===== src/spi_cfg_pkg.sv =====
//////////////////////////////
// Bus and buffer constants for the SPI master
// Data, length and wait widths with their types
//////////////////////////////
package spi_cfg_pkg;

  //////////////////////////////
  // SCK timing
  //////////////////////////////
  localparam int SCK_RATIO = 8;                  // System clocks per SCK period
  localparam int SCK_HALF  = SCK_RATIO / 2;      // Phase where SCK goes high
  localparam int PHASE_W   = $clog2(SCK_RATIO);  // Phase counter width

  //////////////////////////////
  // Data and command widths
  //////////////////////////////
  localparam int BYTE_W = 8;
  localparam int LEN_W  = 4;                     // Up to 15 bytes per direction
  localparam int WAIT_W = 2;                     // Up to 3 idle SCK periods

  // Buffer depths, RX kept shallow so overflow can happen
  localparam int TX_DEPTH = 16;
  localparam int RX_DEPTH = 8;

  typedef logic [BYTE_W-1:0] byte_t;
  typedef logic [LEN_W-1:0]  len_t;
  typedef logic [WAIT_W-1:0] wait_t;

endpackage : spi_cfg_pkg


===== src/spi_seq_pkg.sv =====
//////////////////////////////
// Frame sequencer states and timing constants
//////////////////////////////
package spi_seq_pkg;

  // Frame states in the order they run
  typedef enum logic [2:0] {
    ST_IDLE,
    ST_START_D,     // CSN high guard
    ST_START_S,     // CSN low guard
    ST_TX,
    ST_WAIT,
    ST_RX,
    ST_STOP_S,      // CSN low guard
    ST_STOP_D       // CSN high guard
  } seq_state_t;

  localparam int GUARD_PERIODS = 4;  // SCK periods per guard state

  // Longest state is 8 bits times the largest byte count
  localparam int TIMER_W = $clog2(8 * ((1 << spi_cfg_pkg::LEN_W) - 1) + 1);

endpackage : spi_seq_pkg


===== src/spi_byte_fifo.sv =====
//////////////////////////////
// Synchronous byte FIFO with first-word fall-through
//////////////////////////////
`timescale 1ns/1ns

module spi_byte_fifo #(
  parameter int DEPTH = 16
) (
  input  logic               i_ext_spi_clk_x,
  input  logic               i_srst,
  input  logic               wr_en_i,
  input  spi_cfg_pkg::byte_t wr_data_i,
  input  logic               rd_en_i,
  output spi_cfg_pkg::byte_t rd_data_o,
  output logic               full_o,
  output logic               empty_o
);

  localparam int AW = $clog2(DEPTH);      // Pointer width
  localparam int CW = $clog2(DEPTH + 1);  // Occupancy width, holds DEPTH itself

  spi_cfg_pkg::byte_t mem [DEPTH];
  logic [AW-1:0]      wr_ptr;
  logic [AW-1:0]      rd_ptr;
  logic [CW-1:0]      count;
  logic               wr_ok;
  logic               rd_ok;

  assign wr_ok   = wr_en_i && !full_o;    // Drop writes into a full buffer
  assign rd_ok   = rd_en_i && !empty_o;   // Drop reads from an empty one
  assign full_o  = (count == CW'(DEPTH));
  assign empty_o = (count == '0);
  assign rd_data_o = mem[rd_ptr];         // Head always visible

  // Storage, no reset on payload
  always_ff @(posedge i_ext_spi_clk_x) begin
    if (wr_ok) mem[wr_ptr] <= wr_data_i;
  end

  // Pointers and occupancy
  always_ff @(posedge i_ext_spi_clk_x) begin
    if (i_srst) begin
      wr_ptr <= '0;
      rd_ptr <= '0;
      count  <= '0;
    end else begin
      if (wr_ok) wr_ptr <= (wr_ptr == AW'(DEPTH - 1)) ? '0 : wr_ptr + 1'b1;
      if (rd_ok) rd_ptr <= (rd_ptr == AW'(DEPTH - 1)) ? '0 : rd_ptr + 1'b1;
      if (wr_ok && !rd_ok)      count <= count + 1'b1;
      else if (rd_ok && !wr_ok) count <= count - 1'b1;  // Both at once, no change
    end
  end

endmodule : spi_byte_fifo


===== src/spi_phase_gen.sv =====
//////////////////////////////
// SCK phase counter with edge strobes
//////////////////////////////
`timescale 1ns/1ns

module spi_phase_gen (
  input  logic i_ext_spi_clk_x,
  input  logic i_srst,
  output logic fall_ce_o,
  output logic rise_ce_o,
  output logic sck_phase_hi_o
);

  logic [spi_cfg_pkg::PHASE_W-1:0] phase;

  // Free running, one lap per SCK period
  always_ff @(posedge i_ext_spi_clk_x) begin
    if (i_srst) begin
      phase <= '0;
    end else if (phase == spi_cfg_pkg::PHASE_W'(spi_cfg_pkg::SCK_RATIO - 1)) begin
      phase <= '0;
    end else begin
      phase <= phase + 1'b1;
    end
  end

  // Decode, SCK falls entering phase 0 and rises at the half point
  assign fall_ce_o      = (phase == '0);
  assign rise_ce_o      = (phase == spi_cfg_pkg::PHASE_W'(spi_cfg_pkg::SCK_HALF));
  assign sck_phase_hi_o = (phase >= spi_cfg_pkg::PHASE_W'(spi_cfg_pkg::SCK_HALF));

endmodule : spi_phase_gen


===== src/spi_cmd_regs.sv =====
//////////////////////////////
// Command latch and start request holder
//////////////////////////////
`timescale 1ns/1ns

module spi_cmd_regs (
  input  logic               i_ext_spi_clk_x,
  input  logic               i_srst,
  input  logic               go_i,
  input  spi_cfg_pkg::len_t  tx_len_i,
  input  spi_cfg_pkg::len_t  rx_len_i,
  input  spi_cfg_pkg::wait_t wait_cyc_i,
  input  logic               seq_idle_i,
  input  logic               start_ack_i,
  output spi_cfg_pkg::len_t  tx_len_o,
  output spi_cfg_pkg::len_t  rx_len_o,
  output spi_cfg_pkg::wait_t wait_cyc_o,
  output logic               start_req_o,
  output logic               spi_idle_o
);

  logic go_ok;

  // Busy as soon as a request is pending, before the sequencer moves
  assign spi_idle_o = seq_idle_i && !start_req_o;
  assign go_ok      = go_i && spi_idle_o;     // Strobe mid frame is dropped

  // Hold the go pulse until the sequencer picks it up on its next fall edge
  always_ff @(posedge i_ext_spi_clk_x) begin
    if (i_srst) begin
      start_req_o <= 1'b0;
      tx_len_o    <= '0;
      rx_len_o    <= '0;
      wait_cyc_o  <= '0;
    end else if (go_ok) begin
      start_req_o <= 1'b1;
      tx_len_o    <= tx_len_i;                // Stable for the whole frame
      rx_len_o    <= rx_len_i;
      wait_cyc_o  <= wait_cyc_i;
    end else if (start_ack_i) begin
      start_req_o <= 1'b0;
    end
  end

endmodule : spi_cmd_regs


===== src/spi_sequencer.sv =====
//////////////////////////////
// Frame FSM and SCK period timer
// Drives CSN, SCK, COPI, TX pops and RX sample strobes
//////////////////////////////
`timescale 1ns/1ns

module spi_sequencer (
  input  logic               i_ext_spi_clk_x,
  input  logic               i_srst,
  input  logic               fall_ce_i,
  input  logic               rise_ce_i,
  input  logic               sck_phase_hi_i,
  input  logic               start_req_i,
  input  spi_cfg_pkg::len_t  tx_len_i,
  input  spi_cfg_pkg::len_t  rx_len_i,
  input  spi_cfg_pkg::wait_t wait_cyc_i,
  input  spi_cfg_pkg::byte_t tx_head_i,
  input  logic               tx_empty_i,
  output logic               start_ack_o,
  output logic               seq_idle_o,
  output logic               tx_pop_o,
  output logic               rx_sample_o,
  output logic               sck_o,
  output logic               csn_o,
  output logic               copi_o
);

  localparam int TW = spi_seq_pkg::TIMER_W;

  spi_seq_pkg::seq_state_t state;
  spi_seq_pkg::seq_state_t nx_state;
  spi_seq_pkg::seq_state_t after_tx;   // Where to go once TX is done or skipped
  logic [TW-1:0]           timer;      // SCK periods spent in current state
  logic [TW-1:0]           tx_last;
  logic [TW-1:0]           rx_last;
  logic [TW-1:0]           wait_last;
  logic                    guard_done;
  logic [2:0]              bit_idx;

  //////////////////////////////
  // Period end values
  //////////////////////////////
  assign tx_last    = TW'({tx_len_i, 3'b000}) - 1'b1;   // 8 periods per byte
  assign rx_last    = TW'({rx_len_i, 3'b000}) - 1'b1;
  assign wait_last  = TW'(wait_cyc_i) - 1'b1;
  assign guard_done = (timer == TW'(spi_seq_pkg::GUARD_PERIODS - 1));

  // WAIT only makes sense ahead of an RX phase
  always_comb begin
    if (rx_len_i == '0)        after_tx = spi_seq_pkg::ST_STOP_S;
    else if (wait_cyc_i == '0) after_tx = spi_seq_pkg::ST_RX;
    else                       after_tx = spi_seq_pkg::ST_WAIT;
  end

  //////////////////////////////
  // Next state
  //////////////////////////////
  always_comb begin
    nx_state = state;   // Stay by default
    case (state)
      spi_seq_pkg::ST_IDLE:    if (start_req_i) nx_state = spi_seq_pkg::ST_START_D;
      spi_seq_pkg::ST_START_D: if (guard_done) nx_state = spi_seq_pkg::ST_START_S;
      spi_seq_pkg::ST_START_S: begin
        if (guard_done) nx_state = (tx_len_i != '0) ? spi_seq_pkg::ST_TX : after_tx;
      end
      spi_seq_pkg::ST_TX:      if (timer == tx_last) nx_state = after_tx;
      spi_seq_pkg::ST_WAIT:    if (timer == wait_last) nx_state = spi_seq_pkg::ST_RX;
      spi_seq_pkg::ST_RX:      if (timer == rx_last) nx_state = spi_seq_pkg::ST_STOP_S;
      spi_seq_pkg::ST_STOP_S:  if (guard_done) nx_state = spi_seq_pkg::ST_STOP_D;
      spi_seq_pkg::ST_STOP_D:  if (guard_done) nx_state = spi_seq_pkg::ST_IDLE;
      default:                 nx_state = spi_seq_pkg::ST_IDLE;
    endcase
  end

  // State and timer move only on the SCK falling strobe
  always_ff @(posedge i_ext_spi_clk_x) begin
    if (i_srst) begin
      state <= spi_seq_pkg::ST_IDLE;
      timer <= '0;
    end else if (fall_ce_i) begin
      state <= nx_state;
      if (nx_state != state || state == spi_seq_pkg::ST_IDLE) timer <= '0;
      else                                                    timer <= timer + 1'b1;
    end
  end

  //////////////////////////////
  // Outputs
  //////////////////////////////
  assign seq_idle_o  = (state == spi_seq_pkg::ST_IDLE);
  assign start_ack_o = fall_ce_i && seq_idle_o && start_req_i;  // Same edge as leaving IDLE

  // SCK toggles only in the data phases
  assign sck_o = sck_phase_hi_i && (state == spi_seq_pkg::ST_TX ||
                                    state == spi_seq_pkg::ST_WAIT ||
                                    state == spi_seq_pkg::ST_RX);

  // CSN high only in IDLE and the outer guards
  assign csn_o = (state == spi_seq_pkg::ST_IDLE ||
                  state == spi_seq_pkg::ST_START_D ||
                  state == spi_seq_pkg::ST_STOP_D);

  // MSB first, bit index follows the timer
  assign bit_idx = 3'd7 - timer[2:0];
  assign copi_o  = (state == spi_seq_pkg::ST_TX) && !tx_empty_i && tx_head_i[bit_idx];

  // Pop on the fall edge closing each byte
  assign tx_pop_o = fall_ce_i && (state == spi_seq_pkg::ST_TX) &&
                    (timer[2:0] == 3'd7) && !tx_empty_i;

  assign rx_sample_o = rise_ce_i && (state == spi_seq_pkg::ST_RX);

endmodule : spi_sequencer


===== src/spi_rx_shifter.sv =====
//////////////////////////////
// CIPO shift register feeding the RX FIFO
//////////////////////////////
`timescale 1ns/1ns

module spi_rx_shifter (
  input  logic               i_ext_spi_clk_x,
  input  logic               i_srst,
  input  logic               rx_sample_i,
  input  logic               cipo_i,
  input  logic               rx_full_i,
  input  logic               seq_idle_i,
  output logic               rx_wr_o,
  output spi_cfg_pkg::byte_t rx_byte_o
);

  localparam int BW = $clog2(spi_cfg_pkg::BYTE_W);

  logic [BW-1:0] bit_cnt;
  logic          last_bit;

  assign last_bit = (bit_cnt == BW'(spi_cfg_pkg::BYTE_W - 1));

  // Payload shift, MSB arrives first
  always_ff @(posedge i_ext_spi_clk_x) begin
    if (rx_sample_i) rx_byte_o <= {rx_byte_o[spi_cfg_pkg::BYTE_W-2:0], cipo_i};
  end

  // Bit count and write strobe
  always_ff @(posedge i_ext_spi_clk_x) begin
    if (i_srst || seq_idle_i) begin
      bit_cnt <= '0;              // Each frame starts on a byte boundary
      rx_wr_o <= 1'b0;
    end else begin
      rx_wr_o <= rx_sample_i && last_bit && !rx_full_i;   // Full FIFO loses the byte
      if (rx_sample_i) bit_cnt <= bit_cnt + 1'b1;         // Wraps after 8 bits
    end
  end

endmodule : spi_rx_shifter


===== src/spi_master_top.sv =====
//////////////////////////////
// SPI master top, FIFOs, command block,
// phase generator, sequencer and RX shifter
//////////////////////////////
`timescale 1ns/1ns

module spi_master_top (
  input  logic               i_ext_spi_clk_x,
  input  logic               i_srst,
  input  logic               go_i,
  input  spi_cfg_pkg::len_t  tx_len_i,
  input  spi_cfg_pkg::len_t  rx_len_i,
  input  spi_cfg_pkg::wait_t wait_cyc_i,
  input  spi_cfg_pkg::byte_t tx_data_i,
  input  logic               tx_enqueue_i,
  output logic               tx_ready_o,
  output spi_cfg_pkg::byte_t rx_data_o,
  output logic               rx_avail_o,
  input  logic               rx_dequeue_i,
  output logic               spi_idle_o,
  output logic               sck_o,
  output logic               csn_o,
  output logic               copi_o,
  input  logic               cipo_i
);

  spi_cfg_pkg::byte_t tx_head, rx_byte;
  spi_cfg_pkg::len_t  tx_len, rx_len;
  spi_cfg_pkg::wait_t wait_cyc;
  logic tx_full, tx_empty, tx_pop;
  logic rx_full, rx_empty, rx_wr, rx_sample;
  logic fall_ce, rise_ce, sck_phase_hi;
  logic start_req, start_ack, seq_idle;

  assign tx_ready_o = !tx_full;
  assign rx_avail_o = !rx_empty;

  //////////////////////////////
  // Buffers
  //////////////////////////////
  spi_byte_fifo #(.DEPTH(spi_cfg_pkg::TX_DEPTH)) u_tx_fifo (
    .i_ext_spi_clk_x, .i_srst, .wr_en_i(tx_enqueue_i), .wr_data_i(tx_data_i),
    .rd_en_i(tx_pop), .rd_data_o(tx_head), .full_o(tx_full), .empty_o(tx_empty));

  spi_byte_fifo #(.DEPTH(spi_cfg_pkg::RX_DEPTH)) u_rx_fifo (
    .i_ext_spi_clk_x, .i_srst, .wr_en_i(rx_wr), .wr_data_i(rx_byte),
    .rd_en_i(rx_dequeue_i), .rd_data_o(rx_data_o), .full_o(rx_full), .empty_o(rx_empty));

  //////////////////////////////
  // Control
  //////////////////////////////
  spi_phase_gen u_phase (
    .i_ext_spi_clk_x, .i_srst, .fall_ce_o(fall_ce), .rise_ce_o(rise_ce),
    .sck_phase_hi_o(sck_phase_hi));

  spi_cmd_regs u_cmd (
    .i_ext_spi_clk_x, .i_srst, .go_i, .tx_len_i, .rx_len_i, .wait_cyc_i,
    .seq_idle_i(seq_idle), .start_ack_i(start_ack), .tx_len_o(tx_len),
    .rx_len_o(rx_len), .wait_cyc_o(wait_cyc), .start_req_o(start_req), .spi_idle_o);

  spi_sequencer u_seq (
    .i_ext_spi_clk_x, .i_srst, .fall_ce_i(fall_ce), .rise_ce_i(rise_ce),
    .sck_phase_hi_i(sck_phase_hi), .start_req_i(start_req), .tx_len_i(tx_len),
    .rx_len_i(rx_len), .wait_cyc_i(wait_cyc), .tx_head_i(tx_head), .tx_empty_i(tx_empty),
    .start_ack_o(start_ack), .seq_idle_o(seq_idle), .tx_pop_o(tx_pop),
    .rx_sample_o(rx_sample), .sck_o, .csn_o, .copi_o);

  spi_rx_shifter u_rx (
    .i_ext_spi_clk_x, .i_srst, .rx_sample_i(rx_sample), .cipo_i, .rx_full_i(rx_full),
    .seq_idle_i(seq_idle), .rx_wr_o(rx_wr), .rx_byte_o(rx_byte));

endmodule : spi_master_top


===== config.mk =====
export PLATFORM = sky130hd
export DESIGN_NAME = spi_master_top
export DESIGN_NICKNAME = d
export VERILOG_FILES = /design/src/spi_cfg_pkg.sv /design/src/spi_seq_pkg.sv /design/src/spi_byte_fifo.sv /design/src/spi_phase_gen.sv /design/src/spi_cmd_regs.sv /design/src/spi_sequencer.sv /design/src/spi_rx_shifter.sv /design/src/spi_master_top.sv
export SDC_FILE = /design/constraint.sdc
export NUM_CORES = 1
export LEC_CHECK = 0
export BUFFER_PORTS_ARGS = -buffer_cell sky130_fd_sc_hd__buf_4
export CORE_MARGIN = 5
export CORE_UTILIZATION = 56
export DETAILED_ROUTE_END_ITERATION = 10
export PLACE_DENSITY_LB_ADDON = 0.12
export SKIP_CTS_REPAIR_TIMING = 1
export SYNTH_ARGS = -nofsm -noshare
export SYNTH_HDL_FRONTEND = slang
export SYNTH_SLANG_ARGS = --single-unit

===== constraint.sdc =====
create_clock -name i_ext_spi_clk_x -period 3.2 [get_ports i_ext_spi_clk_x]
set_clock_uncertainty 0.2 [all_clocks]
set_input_delay 0.64 -clock i_ext_spi_clk_x [delete_from_list [all_inputs] [get_ports i_ext_spi_clk_x]]
set_output_delay 0.64 -clock i_ext_spi_clk_x [all_outputs]
set_load 0.02 [all_outputs]

# Word level (Yosys, flattened, before mapping)
# Memories as Yosys holds them, arrays and structs flattened. A register that Yosys moved wholly into a read port is not among the register bits.
# Cells that the tools add are included.
# W data, S select, Z words.
# op_classes
n_reduce_logical	47
n_mux	33
n_eq_ne	22
mul	0
n_div	0
n_shift	0
bitwise	0
order_cmp	2
addsub	15
# ops
operator	n
$mux W3	14
$eq A3 B3 Y1 const B	10
$mux W4	6
$pmux W3 S8	1
$eq A7 B7 Y1	3
$logic_and A1 B1 Y1	21
$sub A7 B1 Y7 const B	2
$add A3 B1 Y3 const B	4
$add A4 B1 Y4 const B	3
$eq A4 B4 Y1 const B	3
$mux W5	2
$logic_not A1 Y1	9
$logic_not A4 Y1	2
$mux W1	8
$add A7 B1 Y7 const B	1
$eq A7 B2 Y1 const B	1
$mux W7	1
$eq A3 B2 Y1 const B	2
$logic_not A3 Y1	2
$logic_or A1 B1 Y1	6
$reduce_bool A2 Y1	3
$add A5 B1 Y5 const B	1
$eq A5 B5 Y1 const B	1
$logic_not A5 Y1	1
12 further kinds	12
# totals
reg_bits	59
wordCells	137
rom_bits	0
latchBits	0
mem_bits_rw	192
input_bits	24
mem_count	2
out_inout_bits	14
# mem_list
name	depth	word_bits	rd	rd_clocked_by_memory_dff	wr	line	source
u_tx_fifo.mem	16	8	1	1	1	spi_byte_fifo.sv:22	spi_cfg_pkg::byte_t mem [DEPTH];
u_rx_fifo.mem	8	8	1	1	1	spi_byte_fifo.sv:22	

# Longest topological paths before layout
# logic_depth
depth_word	9
ltp_mapped	15
mapped_depth_nobuf	14

# Hierarchy
# A second synthesis with hierarchy kept.
# hier_totals
cells_unflattened	721
hier_area_um2	11163.2
# by_module_without_submodules
module	area_each_um2	cells_each	seq_area_each_um2	instances
spi_byte_fifo (u_tx_fifo)	5764.3	314	4184.0	1
spi_byte_fifo (u_rx_fifo)	3159.3	169	2182.1	1
spi_sequencer	1189.9	152	200.2	1
spi_cmd_regs	496.7	48	220.2	1
spi_rx_shifter	404.1	22	320.3	1
spi_phase_gen	141.4	14	60.1	1
spi_master_top	7.5	2	0.0	1

# Worst setup path after synthesis
# OpenSTA, ideal clock, no wires.
# synth_path
kind	register to register
start	register u_tx_fifo.count[0]
end	register u_tx_fifo.count[4]
t_arrival_ns	2.812
setup_time_ns	0.070
required_time_ns	2.930
setup_slack_ns	0.117
path_buffers	0
stages_incl_launch_ff	13
synth_period_minus_slack_ns	3.083
cell_sequence	dfxtp_1 or4_1 o21a_1 and3_1 inv_1 ha_1 inv_1 fa_1 a21o_1 a21oi_1 xnor2_1 or3_1 a21oi_1
# synth_between
elab_chain_cells	7
word_cells_on_any_way	16
classes_between	2 x add/sub; 1 x eq/ne; 2 x mux; 11 x reduce/logical
# synth_lines
item	line	source
start: declaration	spi_byte_fifo.sv:25	logic [CW-1:0] count;
start signal: assignment	spi_byte_fifo.sv:49	if (wr_ok && !rd_ok) count <= count + 1'b1;
start signal: assignment	spi_byte_fifo.sv:50	else if (rd_ok && !wr_ok) count <= count - 1'b1;
branches (longest 7 deep; another with $sub A5 B1 Y5)	n/a	
# Several ways; the timed one is not identified. The select of a mux whose other input is x is not followed.
# A chain may end at the register's enable or synchronous reset.

==> results.tsv <==
metric	value	unit
antenna_found_initial	0	
hp-class	primary input to flop	
r2r-start	u_tx_fifo.count[0]	
yosys_most_used_dff	edfxtp_1	
synth_top_cell_by_area	edfxtp_1	
die_y	149	um
p_total	7660	uW
rows	51	
synth_edf_count	200	
worst_pin_slew	0.539	ns
reg2reg_depth	12	
design_area	0.0127	mm^2
gp_congestion	0.811	
post-route-period-util	110	%
diodes	0	
synth_most_common_cell	edfxtp_1	
fin_nets	848	
drtIter0Drc	382	
setup_ws	-0.314	ns
crit_type	flop to output pin	
drc	0	
end_kind	output pin	
post-place-cells	1027	
leakagePower	0.00423	uW
ir_drop	0.503	mV
critPathMaxFanout	6	
clockBufferDepth	3	
clock_latency	0.53	ns
syn-num-nets	771	
grtUsageTotal	19.0	%
grt_max_degree	48	
grt_first_pass_wirelength	33200	um
drtPass1Iterations	4	
seq_area_frac_synth	65.9	%
met2_wirelength	10700	um
syn_area	0.0109	mm^2
finalSetupViolations	1	
layout-drive-gt1-share	24.6	%
clk_pin_slew	0.06	ns
power_density	605	mW/mm^2
portBuffers	37	
crit_slowest_cell	mux4_2	
cp_common_cell	mux4_2	
cts_root_buffer	clkbuf_16	
yosysWarnings	0	
synth_top_cell_area_share	55.2	%
layoutNonFillerInstCount	1079	
hpwl	13400	um
period_needed	3.51	ns
min_from	cipo_i	
fillers	1369	
routed-wl-met3	865	um
ios	38	
synth-async-reset-ratio	0	%
crit_cells	7	
critPathMaxStageDelay	0.51	ns
drv_slew	0	
core_area	0.0193	mm^2
dieArea	0.0223	mm^2
wl_met1	8730	um
synth_top_cells_by_count	edfxtp_1, dfxtp_1, nand2_1	
syn_inst	717	
rsz0062_at_grt	yes	
placed_cell_area	0.0117	mm^2
htreeDepth	1	
areaGrowthSynthToFinish	16.5	%
start_kind	flop	
post-route-util	65.7	%
arrival	2.67	ns
vias	6118	
vias_per_cell	5.67	
cts_sinks	258	
overflow	0	
cp_top_family	multiplexers	
min_path_cells	1	
wirelength	20700	um
fp.dieW	149	um
wire_per_inst	19.2	um
start_util	56.4	%
slew_headroom	63.8	%
drt.antenna.violating_nets	0	
cts_tree	built	
cts_buffers	26	
worstPathBufferInverterCount	2	
synth.avg_cell_area	15.2	um^2
ys_ff_latch	258	
dr.max_layer_used	met4	
worst_ep_required_time	2.36	ns
crit_chain	buf_12 -> mux4_2 -> mux4_2 -> mux2i_2 -> a32oi_1 -> o21a_1 -> buf_6	
max_freq	0.285	GHz
status	finished, violations left	
violations	negative setup slack	
maxCapViolCount	0	
hold_viol_final	0	
ys_top_cells_by_area	edfxtp_1, dfxtp_1, mux4_2	
grt_pass1_vias	6256	
yosysUniqueCellTypes	55	
==> power by group <==
group	switching, uW	internal [uW]	leakage [uW]	total (uW)
logic	478	417	0.00153	895
registers	66.6	3690	0.00228	3750
clock network	1200	1810	0.000419	3010
total	1750	5910	0.00423	7660
==> worst register-to-register path: stages (launching register included) <==
cell     delay [ns]
dfxtp_1        0.31
or4_4          0.53
o21a_1         0.23
and3_4         0.18
inv_2          0.07
ha_2           0.19
inv_2          0.07
fa_2           0.35
a21o_1         0.18
a21oi_2        0.15
xnor2_1        0.09
or3_1          0.30
a21oi_1        0.13
==> routing by layer <==
metal | up-vias | global-route usage, %
li1 | 2893 | -
met1 | 3081 | 24.5
met2 | 119 | 33.7
met3 | 25 | 3.13
met4 | 0 | 4.94
met5 | - | 0
==> logic make-up (layout without fill, tap and decap cells) <==
| group | Yosys count | count (layout) | share of synthesized area, % |
|---|---|---|---|
| AO/OA/AOI/OAI | 82 | 82 | 4.98 |
| XOR/XNOR | 27 | 27 | 2.31 |
| adder cells (fa/ha/maj) | 30 | 30 | 3.59 |
| buffers and inverters | 52 | 149 | 2.09 |
| flip-flops | 258 | 258 | 65.9 |
| multiplexers | 81 | 81 | 12.8 |
| AND/OR/NAND/NOR | 187 | 187 | 8.33 |
==> cell type report <==
class | count | area (um^2) | share of cell area (%)
clock buffer | 30 | 666 | 5.26
clock inverter | 18 | 195 | 1.54
inverter | 16 | 60.1 | 0.474
multi-input combinational | 407 | 3510 | 27.7
sequential | 258 | 7170 | 56.7
tap | 265 | 332 | 2.62
timing repair buffer | 85 | 722 | 5.70
==> path summary, 6_finish.rpt <==
path | slack (ns) | to
setup / recovery | -0.31 | copi_o
hold / removal | 0.08 | u_rx.rx_byte_o[0]
setup reg to reg | 0.15 | u_tx_fifo.count[4]
hold reg to reg | 0.26 | u_phase.phase[0]
==> cells in the final DEF, fill, tap and decap left out, types with 2 or more instances in the layout <==
master / instances
a211oi_1: 3
a211oi_2: 2
a21o_1: 5
a21oi_1: 38
a22oi_1: 3
a31oi_1: 3
a32oi_1: 2
and2_1: 3
buf_12: 3
buf_4: 78
bufinv_16: 4
clkbuf_1: 4
clkbuf_16: 28
clkinv_1: 7
clkinv_2: 5
dfxtp_1: 55
dfxtp_2: 2
edfxtp_1: 200
ha_1: 26
inv_1: 14
inv_2: 2
mux2_2: 11
mux2i_1: 24
mux4_2: 45
nand2_1: 55
nand2b_1: 10
nand3_1: 9
nand4_1: 6
nor2_1: 47
nor2b_1: 8
nor3_1: 17
nor3b_1: 7
nor4_1: 10
o21a_1: 3
o21ai_0: 9
o22ai_1: 3
or3_1: 4
xnor2_1: 18
xor2_1: 8
==> registers in the layout, summed over array words and instances (netlist names), 5 cells and up, named ones only <==
| register | count |
|---|---|
| u_rx_fifo.mem | 64 |
| u_tx_fifo.count | 5 |
| u_rx.rx_byte_o | 8 |
| u_seq.timer | 7 |
| u_tx_fifo.mem | 128 |
==> metrics by stage <==
stage | setup TNS (ns) | hold slack [ns] | setup WS [ns]
after floorplan | 0 | 0.219 | 0.117
after global placement | 0 | 0.233 | 0.119
after detailed placement | -0.000618 | 0.255 | -0.000618
after CTS | -0.370 | 0.0552 | -0.353
after global routing | -0.422 | 0.0591 | -0.422
final | -0.314 | 0.0830 | -0.314
Note: power is estimated with default switching activity, not from simulation.
